**config.mk**
```make
export PLATFORM = sky130hd
export DESIGN_NAME = rvCore
export DESIGN_NICKNAME = d
export VERILOG_FILES = /design/src/hdl/rvPkg.sv /design/src/hdl/rvCore.sv /design/src/hdl/nextPc.sv /design/src/hdl/loadStoreAlign.sv /design/src/hdl/alu.sv /design/src/hdl/regFile.sv /design/src/hdl/instrDecoder.sv
export SDC_FILE = /design/constraint.sdc
export NUM_CORES = 2
export LEC_CHECK = 0
export ABC_AREA = 1
export BUFFER_PORTS_ARGS = -buffer_cell sky130_fd_sc_hd__buf_2
export CAP_MARGIN = 30
export CORE_MARGIN = 2
export CORE_UTILIZATION = 25
export CTS_CLUSTER_DIAMETER = 60
export DETAILED_ROUTE_END_ITERATION = 8
export PLACE_DENSITY_LB_ADDON = 0.3
export RECOVER_POWER = 100
export SLEW_MARGIN = 20
export SYNTH_ARGS = -nofsm -noshare
export SYNTH_HDL_FRONTEND = slang
export SYNTH_SLANG_ARGS = --single-unit
```
**constraint.sdc**
```tcl
create_clock -name clk -period 35.2 [get_ports clk]
set_input_delay 10.56 -clock clk [delete_from_list [all_inputs] [get_ports clk]]
set_output_delay 10.56 -clock clk [all_outputs]
set_load 0.02 [all_outputs]
```
**src/hdl/rvPkg.sv**
```systemverilog
package rvPkg;

    // Data, address and instruction words
    typedef logic [31:0] word_t;

    // Register file index
    typedef logic [4:0] regAddr_t;

    // One enable bit per byte lane of the data bus
    typedef logic [3:0] byteEn_t;

    // ALU operation select
    typedef logic [3:0] aluOp_t;

    // Writeback source select
    typedef logic [1:0] wbSel_t;

    // Base opcodes of the supported RV32I instructions
    localparam logic [6:0] OPC_LUI    = 7'b0110111;
    localparam logic [6:0] OPC_AUIPC  = 7'b0010111;
    localparam logic [6:0] OPC_JAL    = 7'b1101111;
    localparam logic [6:0] OPC_JALR   = 7'b1100111;
    localparam logic [6:0] OPC_BRANCH = 7'b1100011;
    localparam logic [6:0] OPC_LOAD   = 7'b0000011;
    localparam logic [6:0] OPC_STORE  = 7'b0100011;
    localparam logic [6:0] OPC_OPIMM  = 7'b0010011;
    localparam logic [6:0] OPC_OP     = 7'b0110011;

    // ALU operations
    localparam aluOp_t ALU_ADD  = 4'd0;
    localparam aluOp_t ALU_SUB  = 4'd1;
    localparam aluOp_t ALU_SLL  = 4'd2;
    localparam aluOp_t ALU_SLT  = 4'd3;
    localparam aluOp_t ALU_SLTU = 4'd4;
    localparam aluOp_t ALU_XOR  = 4'd5;
    localparam aluOp_t ALU_SRL  = 4'd6;
    localparam aluOp_t ALU_SRA  = 4'd7;
    localparam aluOp_t ALU_OR   = 4'd8;
    localparam aluOp_t ALU_AND  = 4'd9;

    // Writeback sources
    localparam wbSel_t WB_ALU  = 2'd0;
    localparam wbSel_t WB_LOAD = 2'd1;
    localparam wbSel_t WB_PC4  = 2'd2;
    localparam wbSel_t WB_IMM  = 2'd3;

    // funct3 encodings shared by loads and stores
    localparam logic [2:0] F3_BYTE   = 3'b000;
    localparam logic [2:0] F3_HALF   = 3'b001;
    localparam logic [2:0] F3_WORD   = 3'b010;
    localparam logic [2:0] F3_BYTE_U = 3'b100;
    localparam logic [2:0] F3_HALF_U = 3'b101;

endpackage
```
**src/hdl/rvCore.sv**
```systemverilog
module rvCore #(
    parameter rvPkg::word_t resetPc = 32'h0000_0000
) (
    input  logic           clk,
    input  logic           reset,
    input  rvPkg::word_t   instr,
    output rvPkg::word_t   pc,
    output rvPkg::word_t   dMemAddr,
    output rvPkg::word_t   dMemWdata,
    output rvPkg::byteEn_t dMemBe,
    output logic           dMemWe,
    input  rvPkg::word_t   dMemRdata
);
    import rvPkg::*;

    regAddr_t   rs1;
    regAddr_t   rs2;
    regAddr_t   rd;
    word_t      imm;
    aluOp_t     aluOp;
    logic       aluSrcImm;
    logic       aluSrcPc;
    logic       regWe;
    wbSel_t     wbSel;
    logic       isBranch;
    logic       isJal;
    logic       isJalr;
    logic       isLoad;
    logic       isStore;
    logic [2:0] funct3;
    word_t      rs1Data;
    word_t      rs2Data;
    word_t      operandA;
    word_t      operandB;
    word_t      aluResult;
    word_t      loadData;
    word_t      pcPlus4;
    word_t      rdData;

    instrDecoder i_decoder (
        .instr(instr), .rs1(rs1), .rs2(rs2), .rd(rd), .imm(imm), .aluOp(aluOp),
        .aluSrcImm(aluSrcImm), .aluSrcPc(aluSrcPc), .regWe(regWe), .wbSel(wbSel),
        .isBranch(isBranch), .isJal(isJal), .isJalr(isJalr), .isLoad(isLoad),
        .isStore(isStore), .funct3(funct3)
    );

    regFile i_regFile (
        .clk(clk), .reset(reset), .rs1(rs1), .rs2(rs2), .rd(rd), .rdData(rdData),
        .regWe(regWe), .rs1Data(rs1Data), .rs2Data(rs2Data)
    );

    // Operand muxes
    assign operandA = aluSrcPc  ? pc  : rs1Data;
    assign operandB = aluSrcImm ? imm : rs2Data;

    alu i_alu (.a(operandA), .b(operandB), .aluOp(aluOp), .result(aluResult));

    loadStoreAlign i_lsAlign (
        .addrLow(aluResult[1:0]), .funct3(funct3), .isStore(isStore),
        .storeData(rs2Data), .memRdata(dMemRdata), .byteEn(dMemBe),
        .memWdata(dMemWdata), .loadData(loadData)
    );

    nextPc #(.resetPc(resetPc)) i_nextPc (
        .clk(clk), .reset(reset), .rs1Data(rs1Data), .rs2Data(rs2Data), .imm(imm),
        .funct3(funct3), .isBranch(isBranch), .isJal(isJal), .isJalr(isJalr),
        .jalrBase(aluResult), .pc(pc), .pcPlus4(pcPlus4)
    );

    // Address bus quiet unless memory is accessed
    assign dMemAddr = (isLoad || isStore) ? aluResult : '0;
    assign dMemWe   = isStore;

    always_comb
    begin
        case (wbSel)
            WB_LOAD: rdData = loadData;
            WB_PC4:  rdData = pcPlus4;
            WB_IMM:  rdData = imm;
            default: rdData = aluResult;
        endcase
    end

endmodule

```
**src/hdl/nextPc.sv**
```systemverilog
module nextPc #(
    parameter rvPkg::word_t resetPc = 32'h0000_0000
) (
    input  logic         clk,
    input  logic         reset,
    input  rvPkg::word_t rs1Data,
    input  rvPkg::word_t rs2Data,
    input  rvPkg::word_t imm,
    input  logic [2:0]   funct3,
    input  logic         isBranch,
    input  logic         isJal,
    input  logic         isJalr,
    input  rvPkg::word_t jalrBase,
    output rvPkg::word_t pc,
    output rvPkg::word_t pcPlus4
);
    import rvPkg::*;

    word_t pcNext;
    logic  taken;

    // Branch condition from funct3
    always_comb
    begin
        case (funct3)
            3'b000:  taken = (rs1Data == rs2Data);
            3'b001:  taken = (rs1Data != rs2Data);
            3'b100:  taken = ($signed(rs1Data) < $signed(rs2Data));
            3'b101:  taken = ($signed(rs1Data) >= $signed(rs2Data));
            3'b110:  taken = (rs1Data < rs2Data);
            3'b111:  taken = (rs1Data >= rs2Data);
            default: taken = 1'b0;
        endcase
    end

    assign pcPlus4 = pc + 32'd4;

    always_comb
    begin
        if (isJalr)
            pcNext = {jalrBase[31:1], 1'b0};
        else if (isJal || (isBranch && taken))
            pcNext = pc + imm;
        else
            pcNext = pcPlus4;
    end

    always_ff @(posedge clk)
    begin
        if (reset)
            pc <= resetPc;
        else
            pc <= pcNext;
    end

endmodule

```
**src/hdl/loadStoreAlign.sv**
```systemverilog
module loadStoreAlign (
    input  logic [1:0]     addrLow,
    input  logic [2:0]     funct3,
    input  logic           isStore,
    input  rvPkg::word_t   storeData,
    input  rvPkg::word_t   memRdata,
    output rvPkg::byteEn_t byteEn,
    output rvPkg::word_t   memWdata,
    output rvPkg::word_t   loadData
);
    import rvPkg::*;

    byteEn_t    storeMask;
    logic [7:0] loadByte;
    logic [15:0] loadHalf;

    // Store lanes: mask shifted by the byte offset, data copied to all lanes
    always_comb
    begin
        case (funct3[1:0])
            2'b00:
            begin
                storeMask = byteEn_t'(4'b0001 << addrLow);
                memWdata  = {4{storeData[7:0]}};
            end
            2'b01:
            begin
                storeMask = byteEn_t'(4'b0011 << addrLow);
                memWdata  = {2{storeData[15:0]}};
            end
            default:
            begin
                storeMask = 4'b1111;
                memWdata  = storeData;
            end
        endcase
    end

    assign byteEn = isStore ? storeMask : '0;

    // Pick the addressed lane out of the read word
    assign loadByte = memRdata[8*addrLow +: 8];
    assign loadHalf = addrLow[1] ? memRdata[31:16] : memRdata[15:0];

    always_comb
    begin
        case (funct3)
            F3_BYTE:   loadData = {{24{loadByte[7]}}, loadByte};
            F3_HALF:   loadData = {{16{loadHalf[15]}}, loadHalf};
            F3_BYTE_U: loadData = {24'b0, loadByte};
            F3_HALF_U: loadData = {16'b0, loadHalf};
            F3_WORD:   loadData = memRdata;
            default:   loadData = memRdata;
        endcase
    end

endmodule

```
**src/hdl/alu.sv**
```systemverilog
module alu (
    input  rvPkg::word_t  a,
    input  rvPkg::word_t  b,
    input  rvPkg::aluOp_t aluOp,
    output rvPkg::word_t  result
);
    import rvPkg::*;

    logic [4:0] shamt;
    logic       lessSigned;
    logic       lessUnsigned;

    // Shift amount from the low five bits only
    assign shamt        = b[4:0];
    assign lessSigned   = $signed(a) < $signed(b);
    assign lessUnsigned = a < b;

    always_comb
    begin
        case (aluOp)
            ALU_ADD:  result = a + b;
            ALU_SUB:  result = a - b;
            ALU_SLL:  result = a << shamt;
            ALU_SLT:  result = {31'b0, lessSigned};
            ALU_SLTU: result = {31'b0, lessUnsigned};
            ALU_XOR:  result = a ^ b;
            ALU_SRL:  result = a >> shamt;
            ALU_SRA:  result = word_t'($signed(a) >>> shamt);
            ALU_OR:   result = a | b;
            ALU_AND:  result = a & b;
            default:  result = '0;
        endcase
    end

endmodule

```
**src/hdl/regFile.sv**
```systemverilog
module regFile (
    input  logic            clk,
    input  logic            reset,
    input  rvPkg::regAddr_t rs1,
    input  rvPkg::regAddr_t rs2,
    input  rvPkg::regAddr_t rd,
    input  rvPkg::word_t    rdData,
    input  logic            regWe,
    output rvPkg::word_t    rs1Data,
    output rvPkg::word_t    rs2Data
);
    import rvPkg::*;

    localparam int numRegs = 32;

    word_t regs [numRegs];

    // Single write port that skips x0
    always_ff @(posedge clk)
    begin
        if (reset)
        begin
            for (int i = 0; i < numRegs; i++)
            begin
                regs[i] <= '0;
            end
        end
        else if (regWe && (rd != '0))
        begin
            regs[rd] <= rdData;
        end
    end

    // Combinational reads
    // x0 keeps the zero it got at reset
    assign rs1Data = regs[rs1];
    assign rs2Data = regs[rs2];

endmodule

```
**src/hdl/instrDecoder.sv**
```systemverilog
module instrDecoder (
    input  rvPkg::word_t    instr,
    output rvPkg::regAddr_t rs1,
    output rvPkg::regAddr_t rs2,
    output rvPkg::regAddr_t rd,
    output rvPkg::word_t    imm,
    output rvPkg::aluOp_t   aluOp,
    output logic            aluSrcImm,
    output logic            aluSrcPc,
    output logic            regWe,
    output rvPkg::wbSel_t   wbSel,
    output logic            isBranch,
    output logic            isJal,
    output logic            isJalr,
    output logic            isLoad,
    output logic            isStore,
    output logic [2:0]      funct3
);
    import rvPkg::*;

    logic [6:0] opcode;
    logic       funct7Bit30;
    word_t      immI;
    word_t      immS;
    word_t      immB;
    word_t      immU;
    word_t      immJ;
    aluOp_t     regAluOp;

    // Register fields sit at fixed positions in every format
    assign opcode      = instr[6:0];
    assign rd          = instr[11:7];
    assign funct3      = instr[14:12];
    assign rs1         = instr[19:15];
    assign rs2         = instr[24:20];
    assign funct7Bit30 = instr[30];

    // Sign-extended immediates, one per format
    assign immI = {{20{instr[31]}}, instr[31:20]};
    assign immS = {{20{instr[31]}}, instr[31:25], instr[11:7]};
    assign immB = {{19{instr[31]}}, instr[31], instr[7], instr[30:25], instr[11:8], 1'b0};
    assign immU = {instr[31:12], 12'h000};
    assign immJ = {{11{instr[31]}}, instr[31], instr[19:12], instr[20], instr[30:21], 1'b0};

    // ALU operation from funct3, bit 30 picks SUB and SRA
    always_comb
    begin
        case (funct3)
            3'b000:  regAluOp = funct7Bit30 ? ALU_SUB : ALU_ADD;
            3'b001:  regAluOp = ALU_SLL;
            3'b010:  regAluOp = ALU_SLT;
            3'b011:  regAluOp = ALU_SLTU;
            3'b100:  regAluOp = ALU_XOR;
            3'b101:  regAluOp = funct7Bit30 ? ALU_SRA : ALU_SRL;
            3'b110:  regAluOp = ALU_OR;
            default: regAluOp = ALU_AND;
        endcase
    end

    always_comb
    begin
        // Defaults describe a harmless no-op
        imm       = '0;
        aluOp     = ALU_ADD;
        aluSrcImm = 1'b0;
        aluSrcPc  = 1'b0;
        regWe     = 1'b0;
        wbSel     = WB_ALU;
        isBranch  = 1'b0;
        isJal     = 1'b0;
        isJalr    = 1'b0;
        isLoad    = 1'b0;
        isStore   = 1'b0;

        case (opcode)
            OPC_LUI:
            begin
                imm   = immU;
                regWe = 1'b1;
                wbSel = WB_IMM;
            end
            OPC_AUIPC:
            begin
                // pc + upper immediate through the ALU
                imm       = immU;
                aluSrcPc  = 1'b1;
                aluSrcImm = 1'b1;
                regWe     = 1'b1;
            end
            OPC_JAL:
            begin
                imm   = immJ;
                regWe = 1'b1;
                wbSel = WB_PC4;
                isJal = 1'b1;
            end
            OPC_JALR:
            begin
                // ALU forms rs1 + imm as the jump base
                imm       = immI;
                aluSrcImm = 1'b1;
                regWe     = 1'b1;
                wbSel     = WB_PC4;
                isJalr    = 1'b1;
            end
            OPC_BRANCH:
            begin
                imm      = immB;
                isBranch = 1'b1;
            end
            OPC_LOAD:
            begin
                imm       = immI;
                aluSrcImm = 1'b1;
                regWe     = 1'b1;
                wbSel     = WB_LOAD;
                isLoad    = 1'b1;
            end
            OPC_STORE:
            begin
                imm       = immS;
                aluSrcImm = 1'b1;
                isStore   = 1'b1;
            end
            OPC_OPIMM:
            begin
                imm       = immI;
                aluSrcImm = 1'b1;
                regWe     = 1'b1;
                // No SUBI, bit 30 is part of the immediate for ADDI
                aluOp     = (funct3 == 3'b000) ? ALU_ADD : regAluOp;
            end
            OPC_OP:
            begin
                regWe = 1'b1;
                aluOp = regAluOp;
            end
            default:
            begin
                regWe = 1'b0;
            end
        endcase
    end

endmodule

```
== Word level (Yosys, flattened, before mapping) ==
Memory sizes are Yosys's and may differ from the RTL's.
Index checks and enable logic that the tools add are counted.
Widths: inputs -> output; s select.
Storage, ports and cells
  bits in registers: 32
  RAM bits: 1024
  input bits: 66
  output and inout bits: 101
  word-level logic and storage cells: 104
  memories kept: 1
Memory list
  i_regFile.regs: depth 32, bits a word 32, rd ports 2, clocked after Yosys merged registers in 0, write ports 32, RTL line regFile.sv:16  | word_t regs [numRegs];
Operators by class
  $add $sub $neg: 4
  order comparisons: 6
  equal/unequal tests: 31
  shifts and indexed selects: 6
  muxes and demuxes: 36
  bitwise operators: 3
  reductions and logical operators: 15
Operator list (number)
  $pmux 32 s10: 1
  $mux 32: 6
  $pmux 32 s5: 1
  $lt 32x32->1: 4
  $pmux 32 s4: 1
  $pmux 32 s3: 1
  $add 32x32->32: 2
  $ge 32x32->1: 2
  $pmux 32 s2: 1
  $add 32x3->32 const B: 1
  $and 32x32->32: 1
  $eq 32x32->1: 1
  $ne 32x32->1: 1
  $or 32x32->32: 1
  $reduce_or 32->1: 1
  $shiftx 32x6->8: 1
  $shl 32x5->32: 1
  $shr 32x5->32: 1
  $sshr 32x5->32: 1
  $sub 32x32->32: 1
  $xor 32x32->32: 1
  $pmux 4 s7: 1
  $eq 7x6->1 const B: 3
  $eq 7x7->1 const B: 3
  other kinds (30): 63

== Logic depth before layout (Yosys ltp) ==
  depth in word-level cells: 10
  mapped depth: 42
  depth with buffers taken out: 35

== By module ==
From an unflattened synthesis, not the netlist that was laid out.
Unflattened totals
  cell total of the unflattened synthesis: 10986
  area, all modules: 76226.9 sq um
By module, submodules not included
  regFile: times used 1, cells an instance 7191, area each 56678.1 sq um, seq. area each 30749.5 sq um
  alu: times used 1, cells an instance 2087, area each 10203.5 sq um, seq. area each 0.0 sq um
  nextPc: times used 1, cells an instance 789, area each 4913.5 sq um, seq. area each 640.6 sq um
  rvCore: times used 1, cells an instance 460, area each 2089.5 sq um, seq. area each 0.0 sq um
  loadStoreAlign: times used 1, cells an instance 283, area each 1315.0 sq um, seq. area each 0.0 sq um
  instrDecoder: times used 1, cells an instance 176, area each 1027.2 sq um, seq. area each 0.0 sq um

== Worst setup path after synthesis ==
Ideal clock, no wire load.
  kind: input -> output
  start: in instr[20]
  end: out dMemAddr[24]
  arrival time: 15.442 ns
  data required time: 24.640 ns
  path slack: 9.198 ns
  stages: 34
  buffers on the path: 8
  path through: buf_2 > inv_2 > buf_6 > buf_6 > buf_4 > o21ai_1 > o22ai_1 > o21ai_0 > nand3_1 > nand2_1 > o21ai_1 > inv_1 > buf_2 > buf_2 > buf_1 > ha_1 > clkbuf_1 > inv_1 > nand3_1 > nand2_1 > a21oi_1 > o21ai_0 > nand2_1 > nand2_1 > a21oi_1 > o21ai_0 > a21boi_0 > o21ai_0 > a21oi_1 > o21ai_0 > nor2_1 > nor2_1 > nand2_1 > a31oi_1
Between the ends
  longest elaborated chain between the ends: 5
  elaborated cells on any way between the ends: 13
  those cells by class: add/sub: 2; shift: 3; mux: 4; bitwise: 3; memory: 1
RTL lines
  from (decl): RTL line rvCore.sv:6  | input rvPkg::word_t instr,
  $mem_v2 32x32 or $pmux 32 s5 (tied branches)
  $mux 32 (*): RTL line rvCore.sv:54  | assign operandB = aluSrcImm ? imm : rs2Data;
  $sub 32x32->32 (tied with other cells): RTL line alu.sv:22  | ALU_SUB: result = a - b;
  $pmux 32 s10 (*): RTL line alu.sv:20  | case (aluOp)
  $mux 32 (*): RTL line rvCore.sv:71  | assign dMemAddr = (isLoad || isStore) ? aluResult : '0;
  to (decl): RTL line rvCore.sv:8  | output rvPkg::word_t dMemAddr,
Mark *: on every way between the ends. The rest lies on a longest branch, timed or not.

== Worst setup path after layout ==
  start: in instr[15]
  end: out dMemBe[0]
Between the ends
  longest elaborated chain between the ends: 7
  elaborated cells on any way between the ends: 19
  those cells by class: add/sub: 2; order compare: 2; shift: 5; mux: 6; bitwise: 3; memory: 1
RTL lines
  $mem_v2 32x32 or $pmux 32 s5 (tied branches)
  $mux 32, on equally long branches: RTL line rvCore.sv:53, rvCore.sv:54
  $sub 32x32->32 (tied with other cells): RTL line alu.sv:22
  $pmux 32 s10 (*): RTL line alu.sv:20
  $shl 2x2->4 or $shl 1x2->4 (tied branches): RTL line loadStoreAlign.sv:28, loadStoreAlign.sv:23
  $pmux 4 s2 (*): RTL line loadStoreAlign.sv:20  | case (funct3[1:0])
  $mux 4 (*): RTL line loadStoreAlign.sv:39  | assign byteEn = isStore ? storeMask : '0;
  to (decl): RTL line rvCore.sv:10  | output rvPkg::byteEn_t dMemBe,
Marks and branches as above.

==> results by group <==
STA
  • Unrepaired setup endpoints after global routing: no
  • Setup Skew: approximately 0.067 ns
  • Final slew viol count: 2607
  • Fmax: 0.03191 GHz
  • Rel. slew slack: -150.1%
  • Tcrit/Tclk final: 89.04%
  • WHS: 0.7146 ns
  • Final Hold Fails: 0
  • Crit path time final: 31.34 ns
  • Setup TNS: 0 ns
  • Final WS setup: 3.858 ns
  • Actual slew at the worst max-slew pin: 3.751 ns
  • Final setup fails: 0

Clock network
  • Htree depth: 4
  • Setup bufs post-CTS: 0
  • CTS buffer count: around 140
  • CTS resizes: 0
  • Cts-stage hold buffer count: 0
  • Clk_lat worst skew: roughly 0.82 ns
  • Clk sinks: 1056
  • Bufs on Longest Clock Path: 3
  • Clock Pin Slew Worst Setup and Hold Paths: 0.04 ns
  • CTS tree: yes
  • CTS Root Cell: clkbuf_16

Status
  • Outcome: complete, but fails checks
  • Failing checks: capacitance limit, slew limit

Detailed routing
  • DRT iter0 DRCs: roughly 10000
  • Remaining DRCs: 0
  • DRT antenna net count: 0
  • Vias: 73585
  • Vias per cell: between 5 and 6
  • Routed len/inst: 25.74 um
  • Final wirelength: 360000 um
  • DRT Pass-1 Iters: 8

Global routing
  • GRT overflow: 0
  • GRT Total Usage: 23.10%
  • Vias in the first global route: 66887
  • Pin count of the biggest net entering global routing: 198
  • First-pass GRT wire length: slightly above 500000 um
  • Initial antenna violation count: 13

Synth
  • Ys async rst share: 0%
  • Synth area leaders: edfxtp_1 (42%), nand2_1 (13%), nand3_1 (8.5%)
  • Cell variety after synth: 64
  • Avg Cell Area, Syn: 7.254 um^2
  • Synth top area share: 41.60%
  • Post-Syn Instances: 10190
  • YS warnings: 0
  • Number of synthesized flops with an enable pin: 1024
  • Largest area contributor in the netlist: edfxtp_1
  • Main synth FF type: edfxtp_1
  • Part of the Yosys area used for sequential elements: 42.47%
  • Yosys reg bits: 1056
  • Post-Syn Area: between 0.07 and 0.08 mm^2

Power and ir drop
  • Pwr Density: 49.44 mW/mm^2
  • PnR Total Power: just over 4 mW
  • Worst vdd ir: 0.00003388 V
  • P_leak: roughly 34 nW

Finish
  • Layout Area Growth over Synthesis: 11.12%
  • Final core utilization: 27.93%
  • Final #Nets: 10185
  • Final Cell Area: 0.08214 mm^2
  • Fraction of layout cells with a size suffix above 1: 7.038%
  • Layout Cells excl Fill: 13987

Setup path
  • CP max stage cell: clkbuf_1
  • CP Buf/Inv Count: 6
  • Worst path top cell family by delay: buffers and inverters
  • Worst Path Required: roughly 25 ns
  • Crit Path Max Fanout: 77
  • Reg2Reg Depth: 32
  • Crit path largest cell delay: 2.55 ns
  • Levels on crit path: 32
  • Critical path endpoint category: output pin
  • Kind of critical path: input pin to output pin
  • Most frequent CP cell: nand3_1
  • Worst endpoint data arrival time: approximately 21 ns
  • Startpoint type of the worst setup path: input pin

Place
  • I/O Buffers: 166
  • # placed instances: approximately 14000
  • GP Congestion: 1.015
  • Placed cell area: 0.07807 mm^2
  • Detailed Place HPWL: 231400 um
  • Place WS: 6.216 ns

Min path
  • Hold Crit Class: flop to flop
  • WHS Path Cells: 3

Floorplan
  • Rows: 199
  • Initial Util: approximately 25%
  • Die Area: approximately 0.30 mm^2
  • IO Count: 167
  • Die Ht: 547.8 um
  • Die Wd: 547.8 um
  • Core area: 0.2941 mm^2

Flow run
  • Total of max-cap violations: 88
[metal layers]
layer | vias to the layer above | global-route usage, % | share of wire (%)
li1 | 33194 | - | -
met4 | 2 | 12.33 | 6.2
met2 | 4380 | 34.95 | 43
met3 | 885 | 4.770 | 11
met1 | 35124 | 30.81 | 40
met5 | - | 0 | 0.0028
[power breakdown]
part | switching (mW) | leakage [nW] | internal (mW)
logic | 0.917 | 21.3 | 0.228
registers | 0.0205 | 10.8 | 1.42
clock network | 0.618 | 2.25 | 0.853
[registers in the layout (all words and copies together), names as in the netlist, named ones only]
name            count
i_nextPc.pc        31
i_regFile.regs   1024
[cell usage in the layout (no fill, tap or decap), drive strengths merged, types with 14 or more instances in the layout]
| master | netlist | final |
|---|---|---|
| dfxtp | 32 | 32 |
| a31oi | 27 | 27 |
| nand4 | 38 | 38 |
| inv | 1083 | 1095 |
| nand2 | 2506 | 2506 |
| conb | 1 | 32 |
| nor3 | 36 | 36 |
| a21oi | 613 | 613 |
| a211oi | 22 | 22 |
| ha | 161 | 161 |
| clkinv | 5 | 56 |
| edfxtp | 1024 | 1024 |
| nand3 | 1266 | 1266 |
| nor2 | 1381 | 1381 |
| o21ai | 766 | 766 |
| a22oi | 35 | 35 |
| buf | 399 | 179 |
| xor2 | 47 | 47 |
| or2 | 38 | 38 |
| o21a | 14 | 14 |
| o221ai | 40 | 40 |
| clkbuf | 370 | 351 |
| o211ai | 132 | 132 |
| o22ai | 53 | 53 |
[cells in the mapped netlist, types with 118 or more instances]
master / count
nor2_2: 201
o211ai_1: 132
buf_1: 118
nor2_1: 1175
clkbuf_1: 370
nand3_1: 1260
ha_1: 161
a21oi_1: 611
o21ai_0: 733
buf_2: 206
nand2_1: 2478
edfxtp_1: 1024
inv_1: 1069
[worst paths after layout]
kind                    startpoint  slack [ns]                     end
min reg2reg         i_nextPc.pc[1]        0.71          i_nextPc.pc[1]
max reg2reg  i_regFile.regs[29][0]       25.83  i_regFile.regs[27][22]
min                 i_nextPc.pc[1]        0.71          i_nextPc.pc[1]
max                      instr[15]        3.86               dMemBe[0]
[layout make-up]
class / count / area, um^2
Fill cell: 31996 / 211900
Multi-Input combinational cell: 7308 / 35060
Sequential cell: 1056 / 31390
Tap cell: 3919 / 4903
Inverter: 1088 / 4135
Clock buffer: 172 / 3772
Timing Repair Buffer: 358 / 1967
Clock inverter: 78 / 888.4
Antenna cell: 8 / 20.02
[tightest hold or removal path, cell delays in order, from the launching register on]
cell,delay [ns]
dfxtp_1,0.30
buf_4,0.20
o211ai_1,0.11
o21ai_0,0.07
[logic make-up after synthesis]
group | count (synthesis) | synth area share, %
and+or+nand+nor | 5283 | 30.30
buffers and inverters | 1857 | 10.34
AOI/OAI and AO/OA | 1769 | 13.36
DFF | 1056 | 42.47
adders and majority gates | 164 | 2.807
xor gates and xnor gates | 59 | 0.6991
other | 1 | 0.005073
muxes | 1 | 0.01354
No activity file was read; power rests on OpenSTA's default activity.
